## src/hw/ttt_pkg.sv

```systemverilog
package ttt_pkg;

    // board geometry
    localparam int BOARD_DIM = 3;
    localparam int NUM_CELLS = BOARD_DIM * BOARD_DIM;

    // cell contents and move marks share one 2-bit code
    typedef logic [1:0] mark_t;

    // empty cell, or no move offered this cycle
    localparam mark_t MARK_NONE = 2'b00;
    // player o
    localparam mark_t MARK_O = 2'b01;
    // player x, who opens every game
    localparam mark_t MARK_X = 2'b10;
    // never a legal move; on the result pins it flags a draw
    localparam mark_t MARK_BAD = 2'b11;

    // row or column number, legal range 0 to 2
    typedef logic [1:0] coord_t;

    // row-major cell number, row * 3 + col
    typedef logic [3:0] cell_idx_t;

    // all nine cells in one packed word, cell 0 in the low bits
    typedef mark_t [NUM_CELLS-1:0] board_t;

endpackage

```

## src/hw/move_if.sv

```systemverilog
interface move_if import ttt_pkg::*; ();

    // move fields as offered at the pins
    mark_t  mark;
    coord_t row;
    coord_t col;
    // high when the move passed every check
    logic   commit;
    // addressed cell already holds a mark
    logic   occupied;

    // turn control side, drives the move and reads back occupancy
    modport ctrl (output mark, row, col, commit, input occupied);

    // board side, looks up the cell and stores on commit
    modport store (input mark, row, col, commit, output occupied);

endinterface

```

## src/hw/board_store.sv

```systemverilog
module board_store import ttt_pkg::*; (
    input  logic   ph1,
    input  logic   rst_n,
    move_if.store  mv,
    output board_t board
);

    // row-major cell number of the addressed cell
    cell_idx_t       cell_idx;
    // row and column both inside the board
    logic            addr_ok;
    // one write enable per cell
    logic [NUM_CELLS-1:0] cell_we;

    // row * 3 + col, all in index width
    assign cell_idx = cell_idx_t'(mv.row) * cell_idx_t'(BOARD_DIM) + cell_idx_t'(mv.col);
    assign addr_ok  = (mv.row < coord_t'(BOARD_DIM)) && (mv.col < coord_t'(BOARD_DIM));

    // an out of range address never reads as occupied
    // turn control rejects it as a code error anyway
    assign mv.occupied = addr_ok && (board[cell_idx] != MARK_NONE);

    // cell registers, each with its own decoded enable
    for (genvar i = 0; i < NUM_CELLS; i++) begin : g_cell
        assign cell_we[i] = mv.commit && addr_ok && (cell_idx == cell_idx_t'(i));

        always_ff @(posedge ph1 or negedge rst_n) begin
            if (!rst_n) begin
                board[i] <= MARK_NONE;
            end else if (cell_we[i]) begin
                // only the addressed cell takes the mark
                board[i] <= mv.mark;
            end
        end
    end

endmodule

```

## src/hw/cell_scanner.sv

```systemverilog
module cell_scanner import ttt_pkg::*; (
    input  logic   ph1,
    input  logic   rst_n,
    input  board_t board,
    output mark_t  mark_out,
    output coord_t row_out,
    output coord_t col_out
);

    // cell currently on the pins, counts 0 to 8
    cell_idx_t scan_idx;

    // free running modulo-nine counter
    always_ff @(posedge ph1 or negedge rst_n) begin
        if (!rst_n) begin
            scan_idx <= '0;
        end else if (scan_idx == cell_idx_t'(NUM_CELLS - 1)) begin
            scan_idx <= '0;
        end else begin
            scan_idx <= scan_idx + 1'b1;
        end
    end

    // split the index back into row and column
    always_comb begin
        if (scan_idx >= cell_idx_t'(2*BOARD_DIM)) begin
            row_out = coord_t'(2);
            col_out = coord_t'(scan_idx - cell_idx_t'(2*BOARD_DIM));
        end else if (scan_idx >= cell_idx_t'(BOARD_DIM)) begin
            row_out = coord_t'(1);
            col_out = coord_t'(scan_idx - cell_idx_t'(BOARD_DIM));
        end else begin
            row_out = coord_t'(0);
            col_out = coord_t'(scan_idx);
        end
    end

    // contents of the scanned cell
    assign mark_out = board[scan_idx];

endmodule

```

## src/hw/tictactoe.sv

```systemverilog
module tictactoe import ttt_pkg::*; (
    input  logic       ph1,
    input  logic       rst_n,
    input  logic [1:0] mark_in,
    input  logic [1:0] row_in,
    input  logic [1:0] col_in,
    output logic       err,
    output logic [1:0] mark_out,
    output logic [1:0] row_out,
    output logic [1:0] col_out,
    output logic [1:0] win
);

    // stored board, shared by result logic and scanner
    board_t board;

    // checked move and occupancy answer
    move_if mv ();

    // turn register and move checks
    turn_control u_turn_control (
        .ph1     (ph1),
        .rst_n   (rst_n),
        .mark_in (mark_in),
        .row_in  (row_in),
        .col_in  (col_in),
        .win     (win),
        .mv      (mv.ctrl),
        .err     (err)
    );

    // nine cell registers
    board_store u_board_store (
        .ph1   (ph1),
        .rst_n (rst_n),
        .mv    (mv.store),
        .board (board)
    );

    // line and draw detection, also blocks moves once the game ends
    win_detect u_win_detect (
        .board (board),
        .win   (win)
    );

    // one cell per cycle onto the scan pins
    cell_scanner u_cell_scanner (
        .ph1      (ph1),
        .rst_n    (rst_n),
        .board    (board),
        .mark_out (mark_out),
        .row_out  (row_out),
        .col_out  (col_out)
    );

endmodule

```

## src/hw/turn_control.sv

```systemverilog
module turn_control import ttt_pkg::*; (
    input  logic   ph1,
    input  logic   rst_n,
    input  mark_t  mark_in,
    input  coord_t row_in,
    input  coord_t col_in,
    input  mark_t  win,
    move_if.ctrl   mv,
    output logic   err
);

    // high while x is on turn
    logic  x_turn;
    // mark the player on turn is allowed to place
    mark_t turn_mark;
    // any nonzero mark counts as a move attempt
    logic  attempt;
    logic  code_err;
    logic  turn_err;
    logic  over_err;
    // union of all rejection reasons, before qualifying with attempt
    logic  fault;
    logic  commit;

    assign turn_mark = x_turn ? MARK_X : MARK_O;
    assign attempt   = (mark_in != MARK_NONE);

    // 11 is illegal in every field
    assign code_err = (mark_in == MARK_BAD) || (row_in == 2'b11) || (col_in == 2'b11);

    // the other player's mark, out of turn
    assign turn_err = (mark_in != turn_mark);

    // any result, win or draw, ends the game
    assign over_err = (win != MARK_NONE);

    // occupancy comes back from the board in the same cycle
    assign fault = code_err | turn_err | over_err | mv.occupied;

    // nothing is reported while no move is offered
    assign err    = attempt & fault;
    assign commit = attempt & ~fault;

    // offered fields go straight to the board
    assign mv.mark   = mark_in;
    assign mv.row    = row_in;
    assign mv.col    = col_in;
    assign mv.commit = commit;

    // turn register, x opens after reset
    always_ff @(posedge ph1 or negedge rst_n) begin
        if (!rst_n) begin
            x_turn <= 1'b1;
        end else if (commit) begin
            // hand the turn to the other player
            x_turn <= ~x_turn;
        end
    end

endmodule

```

## src/hw/win_detect.sv

```systemverilog
module win_detect import ttt_pkg::*; (
    input  board_t board,
    output mark_t  win
);

    // first completed line found, or none
    mark_t line_win;
    // every cell holds a mark
    logic  full;

    // owner of a line when all three cells match and are not empty
    function automatic mark_t line_owner(input mark_t a, input mark_t b, input mark_t c);
        if ((a != MARK_NONE) && (a == b) && (b == c)) begin
            return a;
        end
        return MARK_NONE;
    endfunction

    always_comb begin
        line_win = MARK_NONE;
        // rows and columns, first hit wins
        for (int i = 0; i < BOARD_DIM; i++) begin
            if (line_win == MARK_NONE) begin
                line_win = line_owner(board[BOARD_DIM*i], board[BOARD_DIM*i + 1],
                                      board[BOARD_DIM*i + 2]);
            end
            if (line_win == MARK_NONE) begin
                line_win = line_owner(board[i], board[BOARD_DIM + i],
                                      board[2*BOARD_DIM + i]);
            end
        end
        // main diagonal, top left to bottom right
        if (line_win == MARK_NONE) begin
            line_win = line_owner(board[0], board[BOARD_DIM + 1], board[NUM_CELLS - 1]);
        end
        // anti diagonal, top right to bottom left
        if (line_win == MARK_NONE) begin
            line_win = line_owner(board[BOARD_DIM - 1], board[BOARD_DIM + 1],
                                  board[2*BOARD_DIM]);
        end
    end

    // draw test, every cell written
    always_comb begin
        full = 1'b1;
        for (int i = 0; i < NUM_CELLS; i++) begin
            full = full & (board[i] != MARK_NONE);
        end
    end

    // a completed line beats a full board
    assign win = (line_win != MARK_NONE) ? line_win : (full ? MARK_BAD : MARK_NONE);

endmodule

```

## config.mk

```make
export PLATFORM = sky130hd
export DESIGN_NAME = tictactoe
export DESIGN_NICKNAME = d
export VERILOG_FILES = /design/src/hw/ttt_pkg.sv /design/src/hw/move_if.sv /design/src/hw/board_store.sv /design/src/hw/cell_scanner.sv /design/src/hw/tictactoe.sv /design/src/hw/turn_control.sv /design/src/hw/win_detect.sv
export SDC_FILE = /design/constraint.sdc
export NUM_CORES = 1
export LEC_CHECK = 0
export ABC_AREA = 1
export CORE_UTILIZATION = 35
export CTS_CLUSTER_SIZE = 25
export DETAILED_ROUTE_END_ITERATION = 7
export DONT_BUFFER_PORTS = 1
export MAX_ROUTING_LAYER = met4
export PLACE_DENSITY = 0.56
export SETUP_SLACK_MARGIN = 0.4
export SYNTH_ARGS = -nofsm -noshare
export SYNTH_HDL_FRONTEND = slang
export SYNTH_HIERARCHICAL = 1
export SYNTH_SLANG_ARGS = --single-unit
```

## constraint.sdc

```tcl
create_clock -name ph1 -period 3 [get_ports ph1]
set_clock_uncertainty 0.15 [all_clocks]
set_input_delay 0.3 -clock ph1 [delete_from_list [all_inputs] [get_ports ph1]]
set_output_delay 0.3 -clock ph1 [all_outputs]
set_load 0.005 [all_outputs]
```

==> results.toml, run 1 <==
[critical_path]
critPathCaptureType = "output pin"
critPathMaxFanout = 7
cp_num_buf_inv = 7
worst-setup-path-type = "reg2out"
max_stage_delay_ns = 0.47
required_ns = 2.55
cp.arrival_ns = 2.52
slowest_stage = "dfrtp_2"
cp-start-kind = "register"
crit_family = "simple AND/OR/NAND/NOR gates"

[placement]
portBuffers = 0
place.gp.congestion = 0.884
dp_hpwl_um = 4850
place_inst = 473

[timing]
rsz0062_at_grt = "true"
fin_crit_sh_pct = 99.0
whs_ns = 0.136
fin_crit_ns = 2.97
hold_viol_final = 0
clock.fmax_mhz = 337
worst_pin_slew_ns = 1.08
drv_slew = 0
relSlewSlack_pct = 27.9
setup_violations = 0

[route]
wl_um = 6390
drt_iter0_drc = 130
ant_nets = 0
dr_total_vias = 2419
remaining_drc_errors = 0
first_pass_iters = 4
viasPerCell = 4.91
wl_per_cell_um = 13.0

[final_layout]
diodes = 0
utilization_pct = 46.9
syn_to_final_growth_pct = 28.3
ff_latch_area_um2 = 583
multi_input_area_um2 = 1630
stdcell_count = 493
fin_nets = 433
drive_above_1_share_pct = 36.8
fill_cells = 677

[yosys]
synth_nets = 388
synthFlopType = "dfrtp_1"
ys_ff_latch = 23
synth_commonest_cells = "nand2_1, inv_1, nand3_1"
synth_edf_count = 0
syn_inst = 372
yosysTopAreaCell = "dfrtp_1"
async_reset_ff_share_pct = 100
ys_seq_area_share_pct = 24.7
ys_warn_count = 6
syn_area_per_cell_um2 = 6.28
synth_area_um2 = 2330
synth.most_common_cell = "nand2_1"
ys_top_cells_by_area = "dfrtp_1, nand2_1, nand3_1, inv_1, nor2_1"
ys_types = 35
synth_top_area_share_pct = 23.6

[floorplanning]
io-pin-count = 17
die_y_um = 83.7
die_x_um = 83.7
core_um2 = 6390
start_util_pct = 36.6
dieArea_um2 = 7000
row_count = 29

[flow_run]
drv_cap = 0

[grt]
grt_pass1_wl_um = 10800
grt_use_met3_pct = 1.78
antenna_found_initial = 0
grt_use_met2_pct = 32.0
grt-busiest-layer = "met2"
grt_max_degree = 24
grt_pass1_vias = 2287
gr-usage-met1_pct = 26.4
grt.total_usage_pct = 19.8
grt-ovfl-total = 0

[min_path]
hp-class = "in2reg"

[clock_tree]
cts-htree-levels = 1
clock-sinks = 23
cts_buffers = 3
cts_root_buffer = "clkbuf_8"
clk_pin_slew_ns = 0.08
clockBufferDepth = 2
cts_tree = "built"
clk_latency_ns = 0.26

[pwr]
cellPowerDensity_nw_per_um2 = 895
p_leak_nw = 1.50
power_mw = 2.68
vdd_ir_drop_max_v = 0.000524

[status]
status = "completed"
worst register-to-register path: cells and delay by family (launching register included):
family | cells | cell delay, ns
buffers and inverters | 10 | 0.91
flip-flops | 1 | 0.47
AND/OR/NAND/NOR | 19 | 1.36
path summary, 6_finish.rpt:
path,startpoint,end,slack (ns),depth (start not counted)
min,row_in[1],u_turn_control/x_turn$_DFFE_PN1P_,0.14,5
max reg2reg,u_board_store/board[6]$_DFFE_PN0P_,u_turn_control/x_turn$_DFFE_PN1P_,0.04,29
min reg2reg,u_turn_control/x_turn$_DFFE_PN1P_,u_turn_control/x_turn$_DFFE_PN1P_,0.32,2
max in group asynchronous,rst_n,u_board_store/board[7]$_DFFE_PN0P_,1.45,1
min in group asynchronous,rst_n,u_board_store/board[5]$_DFFE_PN0P_,0.54,1
max,u_board_store/board[6]$_DFFE_PN0P_,err,0.03,25
stage by stage:
step                      TNS [ns]  setup slack [ns]  area, µm²
after floorplan              -1.18            -0.107       2360
after global placement      -0.104           -0.0162       2620
after detailed placement    -0.859           -0.0820       2620
after CTS                        0            0.0643       2880
after global routing         -1.83            -0.164       3000
final                            0            0.0306       3000
cell usage in the layout, fill, tap and decap left out, types with 3 or more instances in the layout:
cell,instances
a21oi_2,3
nand2_2,23
nor2_2,4
nand3_2,10
o21ai_0,5
a31oi_1,3
inv_1,43
o21ai_2,3
nand4_1,3
ha_1,5
inv_2,21
o21ai_1,18
clkbuf_8,3
buf_4,48
nand3_1,44
dfrtp_1,17
nor3_1,3
nor2_4,8
nand2_1,82
nand2_4,12
nor2_1,27
dfrtp_2,5
layer usage:
metal	wire length [µm]	share of wire, %	vias to the layer above
met5	0	0	-
met4	34	0.53	0
met3	281	4.4	2
met2	3100	49	45
met1	2970	47	1115
li1	-	-	1257
logic make-up after synthesis:
logic type / synth area share [%]
XOR/XNOR: 0.697
adder cells (fa/ha/maj): 4.93
flip-flops: 24.7
AND/OR/NAND/NOR: 45.4
AO/OA/AOI/OAI: 9.75
buffers and inverters: 14.5
layout make-up:
type | instances | share of cell area [%]
multi-input combinational | 272 | 54.5
inverter | 67 | 8.56
tap | 77 | 3.22
timing repair buffer | 50 | 12.7
sequential | 23 | 19.5
clock buffer | 4 | 1.50
what timing repair did:
| action | 4_1_cts | 5_1_grt |
|---|---|---|
| endpoints found under the hold margin | 23 | 0 |
| cloned | 0 | 0 |
| resized for setup | 32 | 37 |
| hold buffers | 1 | 0 |
| setup endpoints to repair | 19 | 22 |
| pin swaps | 16 | 19 |
| setup buffers | 13 | 2 |
flip-flops by register name, indices dropped and copies added (netlist names):
name / count
u_turn_control/x_turn: 1
u_cell_scanner/scan_idx: 4
u_board_store/board: 18
where the power goes:
group / switching [mW] / internal (mW) / leakage, nW / total [mW]
Combinational: 1.03 / 0.847 / 1.18 / 1.88
Clock: 0.0928 / 0.0945 / 0.0228 / 0.187
Sequential: 0.176 / 0.437 / 0.294 / 0.613
Total: 1.30 / 1.38 / 1.50 / 2.68
Power figures use the tool's default switching activity.
==> inputs of run 2 (changes only) <==
--- a/config.mk
+++ b/config.mk
@@ -6,12 +6,12 @@
 export NUM_CORES = 1
 export LEC_CHECK = 0
 export ABC_AREA = 1
-export CORE_UTILIZATION = 35
+export CORE_UTILIZATION = 40
 export CTS_CLUSTER_SIZE = 25
 export DETAILED_ROUTE_END_ITERATION = 7
 export DONT_BUFFER_PORTS = 1
 export MAX_ROUTING_LAYER = met4
-export PLACE_DENSITY = 0.56
+export PLACE_DENSITY = 0.61
 export SETUP_SLACK_MARGIN = 0.4
 export SYNTH_ARGS = -nofsm -noshare
 export SYNTH_HDL_FRONTEND = slang
==> results.toml, run 2 (synthesized netlist as in run 1, its figures left out) <==
[status]
status = "completed"

[grt]
grt_pass1_vias = 2431
grt_max_degree = 24
grt-ovfl-total = 0
grt.total_usage_pct = 23.0
grt_pass1_wl_um = 10900
antenna_found_initial = 0

[clock_tree]
cts_tree = "built"
cts_buffers = 3
clockBufferDepth = 2
cts-htree-levels = 1
cts_root_buffer = "clkbuf_8"
clk_latency_ns = 0.26
clk_pin_slew_ns = 0.08
clock-sinks = 23

[route]
drt_iter0_drc = 239
viasPerCell = 5.20
ant_nets = 0
dr_total_vias = 2498
wl_per_cell_um = 13.4
wl_um = 6440
remaining_drc_errors = 0
first_pass_iters = 5

[critical_path]
max_stage_delay_ns = 0.47
critPathCaptureType = "output pin"
crit_start = "u_board_store/board[7]$_DFFE_PN0P_"
critPathMaxFanout = 7
crit-reg2reg-launch = "u_board_store/board[7]$_DFFE_PN0P_"
worst-setup-path-type = "reg2out"
cp.arrival_ns = 2.46
cp_common_cell = "nand2_2"
required_ns = 2.55
slowest_stage = "dfrtp_2"
cp_cell_sequence = "inv_2 > nand3_1 > nand2_1 > nand2_2 > nor2_4 > inv_1 > nand2_1 > nand2_2 > nand2_1 > inv_1 > nand2_1 > inv_2 > nand3_2 > nand2_2 > inv_2 > nand2_4 > nor2_4 > nand2_2 > nor2_4 > nand2_2 > inv_2 > buf_6 > nor2_4"
cp-start-kind = "register"

[min_path]
worstHoldStart = "row_in[1]"
hp-class = "in2reg"

[timing]
drv_slew = 0
setup_violations = 0
worst_pin_slew_ns = 1.01
hold_viol_final = 0
rsz0062_at_grt = "true"
setup_ws_ns = 0.0906
whs_ns = 0.116
fin_crit_ns = 2.91
relSlewSlack_pct = 32.2
setup_tns_ns = 0
clock.fmax_mhz = 344
fin_crit_sh_pct = 97.0

[pwr]
p_int_mw = 1.33
comb_power_share_pct = 68.5
pwr-share-seq_pct = 24.4
cellPowerDensity_nw_per_um2 = 904
pwr-share-clk_pct = 7.1
vdd_ir_drop_max_v = 0.000523
p_sw_mw = 1.33
p_leak_nw = 1.47
switching_share_pct = 50.0

[flow_run]
drv_cap = 0

[placement]
place.gp.congestion = 0.901
placed_area_um2 = 2590
dp_worst_setup_slack_ns = -0.0701
place_inst = 465
portBuffers = 0
dp_hpwl_um = 4890

[floorplanning]
die_y_um = 78.4
die_x_um = 78.4
start_util_pct = 41.9
core_um2 = 5570
io-pin-count = 17
dieArea_um2 = 6150
row_count = 27

[final_layout]
syn_to_final_growth_pct = 25.8
biggestRegsByFlops = "u_board_store/board (18), u_cell_scanner/scan_idx (4), u_turn_control/x_turn (1)"
diodes = 0
drive_above_1_share_pct = 36.8
regMostFlops = "u_board_store/board"
final_cell_mix = "nand2_1, nand3_1, inv_1, buf_4, nor2_1"
largest_reg_flops = 18
fin_nets = 425
stdcell_count = 480
ff_latch_area_um2 = 587
final_common_cell = "nand2_1"
fin_area_um2 = 2940
fill_cells = 567
multi_input_area_um2 = 1640
-- run 2: changes by cell type in the layout (fill, tap and decap cells not counted), moves of 2 or more --
| cell | change |
|---|---|
| buf_4 | -8 |
| dfrtp_1 | -3 |
| dfrtp_2 | +3 |
| nand2_1 | -3 |
| a21oi_1 | +2 |
| a21oi_2 | -2 |
| nand2_2 | +2 |
-- run 2: path summary, 6_finish.rpt --
kind                            slack [ns]                                  end  cells past startpoint
worst max-delay path                  0.09                                  err                     23
worst min-delay path                  0.12    u_turn_control/x_turn$_DFFE_PN1P_                      5
worst max register to register        0.15   u_board_store/board[3]$_DFFE_PN0P_                     26
worst min register to register        0.32    u_turn_control/x_turn$_DFFE_PN1P_                      2
max in group asynchronous             1.51   u_board_store/board[1]$_DFFE_PN0P_                      1
min in group asynchronous             0.50  u_board_store/board[10]$_DFFE_PN0P_                      1
-- run 2: cell type report --
type                            instances  share of cell area, %
Clock buffer                            3                   1.41
Clock inverter                          1                  0.170
Sequential cell                        23                   20.0
Timing Repair Buffer                   42                   11.0
Multi-Input combinational cell        272                   55.7
Inverter                               67                   8.73
Tap cell                               72                   3.07
-- run 2: per-layer routing --
metal	part of all wire (%)	vias to the layer above	global-route usage [%]
met5	0	-	-
met4	2.4	0	7.59
met3	4.1	18	2.21
met2	48	77	38.5
met1	46	1164	29.1
li1	-	1239	-
-- run 2: what timing repair did --
action	in CTS	in global routing
endpoints found under the setup margin	19	22
hold buffers	1	0
setup buffers	8	2
resized for setup	39	34
hold endpoints to repair	23	0
pin swaps	14	23
-- run 2: power by group through the flow --
stage          Sequential (mW)  Clock, mW  Combinational (mW)
4_1_cts                  0.640      0.193                1.61
3_3_place_gp             0.642          0                1.39
2_1_floorplan            0.593          0               0.895
3_5_place_dp             0.642          0                1.40
6_report                 0.647      0.190                1.82
5_1_grt                  0.673      0.209                1.99
-- run 2: worst max-delay path: cells and delay by family, from the launching register on --
family                 cells  cell delay [ns]
buffers and inverters      7             0.51
and+or+nand+nor           16             1.22
DFF                        1             0.47
-- run 2: through the flow --
stage | power, mW | util [%]
after global placement | 2.03 | 46.4
after global routing | 2.88 | 52.7
after floorplan | 1.49 | -
after detailed placement | 2.04 | 46.4
final | 2.66 | 52.7
after CTS | 2.45 | 50.4
==> inputs of run 3 (changes only) <==
--- a/config.mk
+++ b/config.mk
@@ -5,14 +5,12 @@
 export SDC_FILE = /design/constraint.sdc
 export NUM_CORES = 1
 export LEC_CHECK = 0
-export ABC_AREA = 1
 export CORE_UTILIZATION = 40
 export CTS_CLUSTER_SIZE = 25
 export DETAILED_ROUTE_END_ITERATION = 7
 export DONT_BUFFER_PORTS = 1
 export MAX_ROUTING_LAYER = met4
 export PLACE_DENSITY = 0.61
-export SETUP_SLACK_MARGIN = 0.4
 export SYNTH_ARGS = -nofsm -noshare
 export SYNTH_HDL_FRONTEND = slang
 export SYNTH_HIERARCHICAL = 1
==> results.toml, run 3 <==
[timing]
setup_violations = 19
whs_ns = 0.0199
setup_tns_ns = -5.11
rsz0062_at_grt = "true"
drv_slew = 0
fin_crit_sh_pct = 111
fin_crit_ns = 3.32
worst_pin_slew_ns = 1.03
clock.fmax_mhz = 302
hold_viol_final = 0
setup_ws_ns = -0.317
relSlewSlack_pct = 31.2

[yosys]
synth.most_common_cell = "dfrtp_1"
ys_types = 57
ys_seq_area_share_pct = 28.3
synth_area_um2 = 2040
async_reset_ff_share_pct = 100
synthFlopType = "dfrtp_1"
yosysTopAreaCell = "dfrtp_1"
ys_top_cells_by_area = "dfrtp_1, mux2_2, nand3_1, ha_1, nor2_1"
syn_area_per_cell_um2 = 8.94
synth_commonest_cells = "dfrtp_1, nor2_1, mux2_2"
synth_top_area_share_pct = 27.0
synth_nets = 244
syn_inst = 228
ys_ff_latch = 23
synth_edf_count = 0
ys_warn_count = 6

[critical_path]
endpoint = "u_board_store/board[4]$_DFFE_PN0P_"
cp-start-kind = "primary input"
crit_start = "row_in[0]"
worst-setup-path-type = "in2reg"
critPathCaptureType = "register"
cp.arrival_ns = 3.32
crit-reg2reg-launch = "u_board_store/board[17]$_DFFE_PN0P_"
required_ns = 3.01
r2r_end = "u_board_store/board[4]$_DFFE_PN0P_"
rrSetupSlack_ns = -0.28
r2r_cells = 12
critPathMaxFanout = 4

[clock_tree]
cts_tree = "built"
clk_pin_slew_ns = 0.09
cts_buffers = 3
clock-sinks = 23
clk_latency_ns = 0.27
cts_root_buffer = "clkbuf_8"
clockBufferDepth = 2
cts-htree-levels = 1

[final_layout]
syn_to_final_growth_pct = 28.4
final_common_cell = "buf_4"
final_cell_mix = "buf_4, dfrtp_1, mux2_4, nand3_1, nor2_1"
drive_above_1_share_pct = 40.4
fill_cells = 467
largest_reg_flops = 18
regMostFlops = "u_board_store/board"
fin_area_um2 = 2620
biggestRegsByFlops = "u_board_store/board (18), u_cell_scanner/scan_idx (4), u_turn_control/x_turn (1)"
fin_nets = 289
diodes = 0

[placement]
place.gp.congestion = 0.995
portBuffers = 0
placed_area_um2 = 2440
dp_worst_setup_slack_ns = -0.572
dp_hpwl_um = 4230

[floorplanning]
row_count = 25
dieArea_um2 = 5380
start_util_pct = 42.3
die_y_um = 73.4
core_um2 = 4820
io-pin-count = 17
die_x_um = 73.4

[grt]
grt_max_degree = 24
grt-ovfl-total = 0
grt.total_usage_pct = 23.0
antenna_found_initial = 0
grt_pass1_wl_um = 9030
grt_pass1_vias = 1769

[route]
viasPerCell = 5.64
dr_total_vias = 1912
ant_nets = 0
wl_per_cell_um = 16.4
remaining_drc_errors = 0
wl_um = 5570
drt_iter0_drc = 171
first_pass_iters = 4

[pwr]
power_mw = 2.10
p_leak_nw = 1.21
vdd_ir_drop_max_v = 0.000370
cellPowerDensity_nw_per_um2 = 804

[flow_run]
drv_cap = 0

[status]
violations = "negative setup slack"
status = "finished, violations left"

[min_path]
hp-class = "in2reg"
==> run 3: changes by cell type after synthesis, moves of 5 or more <==
cell / delta
a21oi_1: +5
nand2b_1: +6
o22ai_1: +5
nand2_2: -14
nor2_2: -5
or3_1: +11
nor3_1: +7
nand3_1: -37
inv_1: -45
nand2_1: -88
nor2_1: -10
mux2_2: +19
o21ai_1: -15
inv_2: -10
==> run 3: cells by family (layout without fill, tap and decap cells) <==
| family | Yosys count | count (layout) | share of synthesized area (%) |
|---|---|---|---|
| buffers and inverters | 25 | 69 | 7.00 |
| multiplexers | 25 | 25 | 15.3 |
| AND/OR/NAND/NOR | 94 | 94 | 24.5 |
| flip-flops | 23 | 23 | 28.3 |
| adder cells (fa/ha/maj) | 8 | 8 | 5.65 |
| AO/OA/AOI/OAI | 50 | 50 | 18.0 |
| XOR/XNOR | 3 | 3 | 1.29 |
==> run 3: worst min path at each step <==
| stage | slack [ns] | cells past startpoint | startpoint | endpoint |
|---|---|---|---|---|
| global placement | -0.15 | 0 | rst_n | u_cell_scanner/scan_idx[2]$_DFF_PN0_ |
| detailed placement | -0.15 | 0 | rst_n | u_cell_scanner/scan_idx[2]$_DFF_PN0_ |
| finish | 0.02 | 1 | mark_in[1] | u_board_store/board[17]$_DFFE_PN0P_ |
| global route | 0.01 | 1 | mark_in[1] | u_board_store/board[13]$_DFFE_PN0P_ |
| CTS | 0.02 | 1 | mark_in[1] | u_board_store/board[17]$_DFFE_PN0P_ |
| floorplan | -0.15 | 0 | rst_n | u_board_store/board[0]$_DFFE_PN0P_ |
==> run 3: critical path, cell delays in order <==
cell,delay (ns)
inv_8,0.01
fa_1,0.47
inv_1,0.08
ha_2,0.18
inv_2,0.04
fa_2,0.39
inv_1,0.09
nor4_1,0.06
a311oi_1,0.28
a2111oi_1,0.10
nor3_1,0.21
nand3_1,0.16
inv_2,0.13
nand4_4,0.11
or3b_4,0.41
mux2_4,0.30
==> run 3: what timing repair did <==
action,CTS,global route
endpoints found under the setup margin,19,19
hold buffers,1,0
hold endpoints to repair,23,0
buffers inserted,3,1
pin swaps,3,2
resized for setup,22,1
gates cloned,0,0
==> run 3: cell type report <==
type | instances | area (µm²) | share of cell area [%]
tap | 67 | 83.8 | 3.20
timing repair buffer | 55 | 435 | 16.6
inverter | 10 | 47.5 | 1.82
multi-input combinational | 180 | 1430 | 54.5
clock inverter | 1 | 5.00 | 0.191
sequential | 23 | 578 | 22.1
clock buffer | 3 | 41.3 | 1.58
==> run 3: power breakdown <==
part           internal, mW  leakage [nW]  total [mW]  switching, mW
registers             0.432         0.300       0.607          0.175
clock network        0.0929        0.0255       0.198          0.105
logic                 0.738         0.886        1.30          0.561
total                  1.26          1.21        2.10          0.840
==> run 3: per-layer routing <==
| layer | routed length, µm | track usage (%) | vias up |
|---|---|---|---|
| met1 | 2580 | 31.7 | 902 |
| met4 | 114 | 6.41 | 0 |
| met5 | 0 | - | - |
| met2 | 2610 | 36.0 | 68 |
| li1 | - | - | 931 |
| met3 | 264 | 2.19 | 11 |
==> run 3: metrics by stage <==
| stage | instances | utilization (%) |
|---|---|---|
| after CTS | 338 | 54.2 |
| after detailed placement | 330 | 50.6 |
| final | 339 | 54.3 |
| after global placement | 330 | 50.6 |
| after global routing | 339 | 54.3 |
| after floorplan | 228 | - |
